## src/cv32e40x_fetch_pkg.sv

```systemverilog
////////////////////////////////////////
// Instruction fetch package
// Controller states, OBI instruction bus channels and the fetch entry
// handed to decode
////////////////////////////////////////

package cv32e40x_fetch_pkg;

  // Default number of FIFO entries, power of two
  localparam int DEPTH_DEFAULT = 4;

  // Prefetch controller states
  typedef enum logic [1:0] {
    FETCH_IDLE,
    FETCH_ISSUE,
    FETCH_BRANCH_PEND
  } fetch_state_e;

  // OBI request channel, driven by the core
  typedef struct packed {
    logic        req;
    logic [31:0] addr;
  } obi_instr_req_t;

  // OBI response channel, driven by the memory
  typedef struct packed {
    logic        gnt;
    logic        rvalid;
    logic [31:0] rdata;
  } obi_instr_resp_t;

  // One fetched word with the address it was read from
  typedef struct packed {
    logic [31:0] addr;
    logic [31:0] instr;
  } fetch_item_t;

endpackage

```

## src/cv32e40x_prefetch_controller.sv

```systemverilog
////////////////////////////////////////
// Prefetch controller
// Issues OBI instruction requests, tracks the next fetch address
// and redirects fetching on a branch
////////////////////////////////////////

`timescale 1ns/1ps

module cv32e40x_prefetch_controller #(
  parameter int DEPTH = cv32e40x_fetch_pkg::DEPTH_DEFAULT,
  parameter int CNT_W = $clog2(DEPTH + 1)
) (
  input  logic                               clk_i,
  input  logic                               reset_i,
  input  logic                               fetch_enable_i,
  input  logic [31:0]                        boot_addr_i,
  input  logic                               branch_i,
  input  logic [31:0]                        branch_addr_i,
  input  logic                               gnt_i,
  input  logic [CNT_W-1:0]                   fifo_cnt_i,
  input  logic [CNT_W-1:0]                   outstanding_i,
  output cv32e40x_fetch_pkg::obi_instr_req_t obi_req_o,
  output logic                               accept_o,
  output logic                               flush_o
);

  import cv32e40x_fetch_pkg::*;

  localparam logic [CNT_W:0] MAX_USED = (CNT_W + 1)'(DEPTH);

  fetch_state_e   state_q;
  fetch_state_e   state_d;
  logic [31:0]    addr_q;
  logic [31:0]    addr_d;
  logic [31:0]    pend_addr_q;
  logic [31:0]    pend_addr_d;
  logic [CNT_W:0] used_cnt;
  logic           space;
  logic           req;
  logic           flush;

  // Entries already buffered plus responses still on their way
  assign used_cnt = {1'b0, fifo_cnt_i} + {1'b0, outstanding_i};
  assign space    = (used_cnt < MAX_USED);

  always_comb begin
    state_d     = state_q;
    addr_d      = addr_q;
    pend_addr_d = pend_addr_q;
    req         = 1'b0;
    flush       = 1'b0;
    case (state_q)
      FETCH_IDLE: begin
        if (branch_i) begin
          addr_d = branch_addr_i;
          flush  = 1'b1;
        end
        if (fetch_enable_i) begin
          state_d = FETCH_ISSUE;
        end
      end
      FETCH_ISSUE: begin
        // The space rule cannot fall while a request waits for gnt
        req = space;
        if (req && gnt_i) begin
          addr_d = addr_q + 32'd4;
        end
        if (branch_i) begin
          flush = 1'b1;
          if (req && !gnt_i) begin
            // Old request must stay on the bus until granted
            pend_addr_d = branch_addr_i;
            state_d     = FETCH_BRANCH_PEND;
          end else begin
            addr_d = branch_addr_i;
          end
        end else if (!fetch_enable_i && !(req && !gnt_i)) begin
          state_d = FETCH_IDLE;
        end
      end
      FETCH_BRANCH_PEND: begin
        req = 1'b1;
        if (branch_i) begin
          pend_addr_d = branch_addr_i;
        end
        // Flushing again on gnt marks the stale request for discard
        flush = branch_i || gnt_i;
        if (gnt_i) begin
          addr_d  = branch_i ? branch_addr_i : pend_addr_q;
          state_d = FETCH_ISSUE;
        end
      end
      default: begin
        state_d = FETCH_IDLE;
      end
    endcase
  end

  always_ff @(posedge clk_i) begin
    if (reset_i) begin
      state_q <= FETCH_IDLE;
      addr_q  <= boot_addr_i;
    end else begin
      state_q <= state_d;
      addr_q  <= addr_d;
    end
  end

  always_ff @(posedge clk_i) begin
    pend_addr_q <= pend_addr_d;
  end

  assign obi_req_o.req  = req;
  assign obi_req_o.addr = addr_q;
  assign accept_o       = req && gnt_i;
  assign flush_o        = flush;

endmodule

```

## src/cv32e40x_outstanding_cnt.sv

```systemverilog
////////////////////////////////////////
// Outstanding transaction counter
// Counts granted requests awaiting rvalid and the stale
// responses to drop after a flush
////////////////////////////////////////

`timescale 1ns/1ps

module cv32e40x_outstanding_cnt #(
  parameter int DEPTH = cv32e40x_fetch_pkg::DEPTH_DEFAULT,
  parameter int CNT_W = $clog2(DEPTH + 1)
) (
  input  logic             clk_i,
  input  logic             reset_i,
  input  logic             accept_i,
  input  logic             rvalid_i,
  input  logic             flush_i,
  output logic [CNT_W-1:0] outstanding_o,
  output logic             drop_o
);

  logic [CNT_W-1:0] outstanding_q;
  logic [CNT_W-1:0] outstanding_d;
  logic [CNT_W-1:0] discard_q;
  logic [CNT_W-1:0] discard_d;

  assign drop_o = rvalid_i && (discard_q != '0);

  always_comb begin
    outstanding_d = outstanding_q;
    if (accept_i && !rvalid_i) begin
      outstanding_d = outstanding_q + CNT_W'(1);
    end else if (!accept_i && rvalid_i) begin
      outstanding_d = outstanding_q - CNT_W'(1);
    end
  end

  // Every request still in flight after a flush belongs to the old stream
  always_comb begin
    discard_d = discard_q;
    if (flush_i) begin
      discard_d = outstanding_d;
    end else if (drop_o) begin
      discard_d = discard_q - CNT_W'(1);
    end
  end

  always_ff @(posedge clk_i) begin
    if (reset_i) begin
      outstanding_q <= '0;
      discard_q     <= '0;
    end else begin
      outstanding_q <= outstanding_d;
      discard_q     <= discard_d;
    end
  end

  assign outstanding_o = outstanding_q;

endmodule

```

## src/cv32e40x_fetch_fifo.sv

```systemverilog
////////////////////////////////////////
// Fetch FIFO
// Circular buffer of fetched words and their addresses, with flush
////////////////////////////////////////

`timescale 1ns/1ps

module cv32e40x_fetch_fifo #(
  parameter int DEPTH = cv32e40x_fetch_pkg::DEPTH_DEFAULT,
  parameter int CNT_W = $clog2(DEPTH + 1)
) (
  input  logic                            clk_i,
  input  logic                            reset_i,
  input  logic                            push_i,
  input  cv32e40x_fetch_pkg::fetch_item_t item_i,
  input  logic                            pop_i,
  input  logic                            flush_i,
  output logic                            valid_o,
  output cv32e40x_fetch_pkg::fetch_item_t item_o,
  output logic [CNT_W-1:0]                cnt_o
);

  import cv32e40x_fetch_pkg::*;

  // DEPTH is a power of two so the pointers wrap on their own
  localparam int PTR_W = $clog2(DEPTH);

  fetch_item_t      mem_q [DEPTH];
  logic [PTR_W-1:0] wr_ptr_q;
  logic [PTR_W-1:0] rd_ptr_q;
  logic [CNT_W-1:0] cnt_q;

  always_ff @(posedge clk_i) begin
    if (reset_i || flush_i) begin
      wr_ptr_q <= '0;
      rd_ptr_q <= '0;
      cnt_q    <= '0;
    end else begin
      if (push_i) begin
        wr_ptr_q <= wr_ptr_q + PTR_W'(1);
      end
      if (pop_i) begin
        rd_ptr_q <= rd_ptr_q + PTR_W'(1);
      end
      if (push_i && !pop_i) begin
        cnt_q <= cnt_q + CNT_W'(1);
      end else if (pop_i && !push_i) begin
        cnt_q <= cnt_q - CNT_W'(1);
      end
    end
  end

  // Only the pointers decide which entries are live
  always_ff @(posedge clk_i) begin
    if (push_i) begin
      mem_q[wr_ptr_q] <= item_i;
    end
  end

  assign valid_o = (cnt_q != '0);
  assign item_o  = mem_q[rd_ptr_q];
  assign cnt_o   = cnt_q;

endmodule

```

## src/cv32e40x_fetch_wrapper.sv

```systemverilog
////////////////////////////////////////
// Instruction fetch top level
// Prefetch controller, counter and FIFO behind flat OBI ports
////////////////////////////////////////

`timescale 1ns/1ps

module cv32e40x_fetch_wrapper #(
  parameter int DEPTH = cv32e40x_fetch_pkg::DEPTH_DEFAULT
) (
  input  logic                            clk_i,
  input  logic                            reset_i,
  input  logic                            fetch_enable_i,
  input  logic [31:0]                     boot_addr_i,
  input  logic                            branch_i,
  input  logic [31:0]                     branch_addr_i,
  // OBI instruction bus
  output logic                            instr_req_o,
  output logic [31:0]                     instr_addr_o,
  input  logic                            instr_gnt_i,
  input  logic                            instr_rvalid_i,
  input  logic [31:0]                     instr_rdata_i,
  // Decode side
  output logic                            fetch_valid_o,
  output cv32e40x_fetch_pkg::fetch_item_t fetch_o,
  input  logic                            fetch_ready_i
);

  import cv32e40x_fetch_pkg::*;

  localparam int CNT_W = $clog2(DEPTH + 1);
  localparam int PTR_W = $clog2(DEPTH);

  obi_instr_req_t   instr_req;
  obi_instr_resp_t  instr_resp;
  fetch_item_t      push_item;
  logic             accept;
  logic             flush;
  logic             drop;
  logic             push;
  logic [CNT_W-1:0] outstanding;
  logic [CNT_W-1:0] fifo_cnt;
  logic [31:0]      aq_mem_q [DEPTH];
  logic [PTR_W-1:0] aq_wr_ptr_q;
  logic [PTR_W-1:0] aq_rd_ptr_q;

  assign instr_req_o       = instr_req.req;
  assign instr_addr_o      = instr_req.addr;
  assign instr_resp.gnt    = instr_gnt_i;
  assign instr_resp.rvalid = instr_rvalid_i;
  assign instr_resp.rdata  = instr_rdata_i;

  cv32e40x_prefetch_controller #(
    .DEPTH ( DEPTH )
  ) i_prefetch_controller (
    .clk_i          ( clk_i          ),
    .reset_i        ( reset_i        ),
    .fetch_enable_i ( fetch_enable_i ),
    .boot_addr_i    ( boot_addr_i    ),
    .branch_i       ( branch_i       ),
    .branch_addr_i  ( branch_addr_i  ),
    .gnt_i          ( instr_resp.gnt ),
    .fifo_cnt_i     ( fifo_cnt       ),
    .outstanding_i  ( outstanding    ),
    .obi_req_o      ( instr_req      ),
    .accept_o       ( accept         ),
    .flush_o        ( flush          )
  );

  cv32e40x_outstanding_cnt #(
    .DEPTH ( DEPTH )
  ) i_outstanding_cnt (
    .clk_i         ( clk_i             ),
    .reset_i       ( reset_i           ),
    .accept_i      ( accept            ),
    .rvalid_i      ( instr_resp.rvalid ),
    .flush_i       ( flush             ),
    .outstanding_o ( outstanding       ),
    .drop_o        ( drop              )
  );

  // Addresses of accepted requests whose responses will be kept
  always_ff @(posedge clk_i) begin
    if (reset_i || flush) begin
      aq_wr_ptr_q <= '0;
      aq_rd_ptr_q <= '0;
    end else begin
      if (accept) begin
        aq_wr_ptr_q <= aq_wr_ptr_q + PTR_W'(1);
      end
      if (push) begin
        aq_rd_ptr_q <= aq_rd_ptr_q + PTR_W'(1);
      end
    end
  end

  always_ff @(posedge clk_i) begin
    if (accept) begin
      aq_mem_q[aq_wr_ptr_q] <= instr_req.addr;
    end
  end

  assign push            = instr_resp.rvalid && !drop;
  assign push_item.addr  = aq_mem_q[aq_rd_ptr_q];
  assign push_item.instr = instr_resp.rdata;

  cv32e40x_fetch_fifo #(
    .DEPTH ( DEPTH )
  ) i_fetch_fifo (
    .clk_i   ( clk_i                          ),
    .reset_i ( reset_i                        ),
    .push_i  ( push                           ),
    .item_i  ( push_item                      ),
    .pop_i   ( fetch_valid_o && fetch_ready_i ),
    .flush_i ( flush                          ),
    .valid_o ( fetch_valid_o                  ),
    .item_o  ( fetch_o                        ),
    .cnt_o   ( fifo_cnt                       )
  );

endmodule

```

## config.mk

```make
export PLATFORM = sky130hd
export DESIGN_NAME = cv32e40x_fetch_wrapper
export DESIGN_NICKNAME = d
export VERILOG_FILES = /design/src/cv32e40x_fetch_pkg.sv /design/src/cv32e40x_prefetch_controller.sv /design/src/cv32e40x_outstanding_cnt.sv /design/src/cv32e40x_fetch_fifo.sv /design/src/cv32e40x_fetch_wrapper.sv
export SDC_FILE = /design/constraint.sdc
export NUM_CORES = 1
export LEC_CHECK = 0
export BUFFER_PORTS_ARGS = -buffer_cell sky130_fd_sc_hd__buf_4
export CAP_MARGIN = 20
export CORE_ASPECT_RATIO = 1.5
export CORE_MARGIN = 2
export CORE_UTILIZATION = 40
export CTS_CLUSTER_DIAMETER = 40
export DETAILED_ROUTE_END_ITERATION = 7
export HOLD_SLACK_MARGIN = 0.1
export PLACE_DENSITY_LB_ADDON = 0.1
export SLEW_MARGIN = 30
export SYNTH_ARGS = -nofsm -noshare
export SYNTH_HDL_FRONTEND = slang
export SYNTH_SLANG_ARGS = --single-unit
```

## constraint.sdc

```tcl
create_clock -name clk_i -period 4.85 [get_ports clk_i]
set_input_delay 0.97 -clock clk_i [delete_from_list [all_inputs] [get_ports clk_i]]
set_output_delay 0.97 -clock clk_i [all_outputs]
set_load 0.01 [all_outputs]
```

==> results.txt <==
The maximum clock skew at final layout is 0.01941 ns. The clock tree from TritonCTS is done. The worst max-slew margin expressed relative to the limit is 0.3727. The number of distinct library cell variants in the gate-level netlist after synthesis came out at 60. Counting every instance in the synthesized netlist gives 1069.

The first-pass GRT wire length is 65460 um. STA puts the critical path data required time at 3.88 ns. The slowest stage of the critical path is the dfxtp_4 cell. The die outline area is 0.05039 sq mm. After synthesis, the most frequently instantiated cells are 448 x edfxtp_1, 96 x mux4_2, 45 x mux2_2. The path class of the tightest hold or removal check is reg2reg. The aggregate global routing overflow came out at 0. STA classifies the critical path endpoint as an output port. At the end of routability-driven placement, the weighted congestion stood at 0.8650. The via count of the first global-routing pass is 11140.

Sorting the synthesized cells by area gives the leading types as edfxtp_1 69%, mux4_2 11%, mux2_2 2.6%, dfxtp_1 2.4%, ha_1 1.4%. The share of post-route cells with drive strength above 1 is 0.3464. The setup slack after placement came out at 1.500 ns. The slack of the critical path came out at 1.340 ns.

The number of antenna violations at the first check in global routing is 0. The leakage component of the power is 7.821 nW. The filler cell count came out at 4037. The highest achievable clock rate is 284.9 MHz. Power spread over the standard cell area amounts to 506.7 mW/mm^2. In this run the critical register-to-register path is captured at aq_mem_q[2][5]. By instance count, the leading cell after synthesis is edfxtp_1. The instance count after placement with tap cells included is 1835. The number of H-tree levels came out at 2. The number of buffers created by CTS is 51.

The count of final hold-check violations came out at 0. The total number of vias came out at 10494. The number of iterations in the first detailed-routing pass came out at 5.

The async set-reset flop share out of synthesis is 0. The time the worst path needs with I/O delays and setup is 3.510 ns. Setup repair after global routing left no endpoint under its margin.

The later pin in the worst-skew pair is clocked with a latency of 0.57 ns. The root buffer cell is clkbuf_16. The worst hold slack after final layout came out at 0.5227 ns. The area of the core region came out at 0.04782 sq mm. The post-detailed-route count of antenna-violating nets is 0. The setup-violating endpoint count in the final report came out at 0. Yosys printed 0 warnings. The cell area that synthesis handed to floorplanning was 0.01943 sq mm. The post-cts repair resize count came out at 0.

The final net count is 1413. The worst endpoint data arrival time came out at 2.54 ns. The post-route DRC violation count is 0. The floorplan die width is 184.0 um. Walking the worst path, the cells encountered are buf_12 > mux4_2 > buf_4.

The launch point of the worst reg-to-reg path is i_prefetch_controller.state_q[0]. In this run the vertical extent of the chip is 273.9 um. The max-slew violation count came out at 0. The half-perimeter wire length of the detailed placement result is 28300 um.

The pin count of the biggest net entering global routing came out at 65. Clock-pin slew was measured on the worst setup and hold paths at 0.06 ns. The starting density of the core came out at 0.4063.

The number of setup buffers added after CTS is 0. The worst-case reg-to-reg path depth is 8. The number of flops mapped to enable cells by yosys is 448. Along the worst hold path, the cell count comes to 2. The post-synthesis area per instance came out at 18.18 sq um. The total wire length after detailed routing is 42790 um. The routed wirelength normalized by instance count is 22.16 um.

The maximum clock insertion buffer count is 3. The area growth from synthesis to layout is 20.66%. The total number of clock tree sinks came out at 471. The floorplan has 98 rows. The share of synthesized area in the top cell type comes to 0.6923. The finished layout holds 1931 standard cells, fillers aside. Synthesis inferred 471 register bits. In this run the tool buffered the top-level ports with 200 buffer cells. The proportion of synthesized chip area in sequential cells is 0.7160. The delay of the slowest critical-path stage came out at 0.78 ns. The run finished with clean final reports. The startpoint identified for the worst hold timing path is aq_rd_ptr_q[1]. The I/O pin count came out at 201.

For this design, the CTS-stage hold fixing added 0 buffers. The period utilization is 0.7236. The maximum ir drop on the vdd rail came out at 0.0002750 V. The transition at the pin with the smallest max-transition slack came out at 0.9332 ns. The count of antenna diodes in the layout came out at 0.

The maximum net fanout on the critical path is 35. The internal reg-to-reg setup slack is 1.96 ns. The violation count after the first detailed-route iteration is 705. The post-route setup TNS came out at 0 ns. Among all flip-flop cells after synthesis, the most frequent one is edfxtp_1. The total routing usage reported by global routing came out at 0.1710. The max capacitance violation total came out at 0. The synthesized net count came out at 1194.

The detail-routed via count per cell is 5.434. The worst setup path is of the reg2out kind. The synthesized design spends more area on one cell type than any other, namely edfxtp_1.

The worst setup path is launched from a register.
-- critical path, delay by kind of cell, from the launching register on --
family   cells  cell delay, ns
buf+inv      2            0.55
mux          1            0.60
flops        1            0.78
-- cell type report --
cell class / count / area [sq um] / share of cell area
Tap cell: 600 / 750.7 / 0.03202
Multi-Input combinational cell: 522 / 5246 / 0.2238
Inverter: 21 / 78.83 / 0.003362
Timing Repair Buffer: 221 / 1709 / 0.07290
Clock buffer: 60 / 1331 / 0.05678
Clock inverter: 36 / 407.9 / 0.01740
Sequential cell: 471 / 13920 / 0.5938
-- where the power goes --
| part | leakage, nW | internal (mW) | switching (mW) |
|---|---|---|---|
| clock network | 0.844 | 2.36 | 1.60 |
| logic | 2.69 | 1.18 | 1.28 |
| registers | 4.29 | 5.07 | 0.392 |
| total | 7.82 | 8.61 | 3.27 |
-- through the flow --
step | power, mW | utilization | cell area (sq um)
finish | 11.88 | 0.4903 | 23450
global route | 12.45 | 0.4903 | 23450
CTS | 12.06 | 0.4903 | 23450
detailed placement | 8.069 | 0.4539 | 21710
global placement | 8.037 | 0.4539 | 21710
floorplan | 6.896 | - | 19430
-- layout by cell type (no fill, tap or decap), types with 9 or more instances in the layout --
cell         n
nor3_1      17
nand2_1     40
o22ai_1     10
ha_1        21
clkinv_2     9
mux2i_1     12
edfxtp_1   448
inv_1       21
mux2_2      45
xor2_1      13
dfxtp_1     19
clkbuf_16   52
mux4_2      96
nand3_1     14
nand4_1     10
o221ai_1     9
a21oi_1     29
xnor2_1     19
nor2_1      37
o21ai_0     32
and4_1       9
buf_4      217
-- per-layer routing --
metal  global-route usage  vias to the layer above  share of wire
met3              0.03400                       86          0.053
met2               0.3042                      311           0.51
met5                    0                        -              0
met1               0.2044                     5285           0.40
met4              0.06505                        0          0.035
li1                     -                     4812              -
-- registers in the layout, indices dropped and copies added (netlist names), named ones only --
| register | count |
|---|---|
| i_outstanding_cnt.outstanding_o | 3 |
| i_fetch_fifo.cnt_o | 3 |
| i_fetch_fifo.wr_ptr_q | 2 |
| i_prefetch_controller.pend_addr_q | 32 |
| aq_mem_q | 128 |
| aq_wr_ptr_q | 2 |
| aq_rd_ptr_q | 2 |
| i_prefetch_controller.state_q | 2 |
| i_prefetch_controller.addr_q | 32 |
| i_fetch_fifo.mem_q | 256 |
| i_outstanding_cnt.discard_q | 3 |
| i_fetch_fifo.rd_ptr_q | 2 |
-- worst max path at each step --
stage,start,endpoint,slack (ns)
3_5_place_dp,reset_i,i_prefetch_controller.addr_q[18],1.50
4_1_cts,register,fetch_o[62],1.21
6_report,register,fetch_o[62],1.34
5_1_grt,register,fetch_o[62],1.14
3_3_place_gp,reset_i,i_prefetch_controller.addr_q[18],1.56
2_1_floorplan,branch_i,i_prefetch_controller.addr_q[0],0.02
-- cells by family after synthesis --
family | after synthesis | synth area share
AOI/OAI and AO/OA | 144 | 0.05003
xor gates and xnor gates | 32 | 0.01442
adders and majority gates | 22 | 0.01455
muxes | 153 | 0.1435
and+or+nand+nor | 171 | 0.04649
buffers and inverters | 76 | 0.01494
DFF | 471 | 0.7160
No activity file was read; power rests on OpenSTA's default activity.
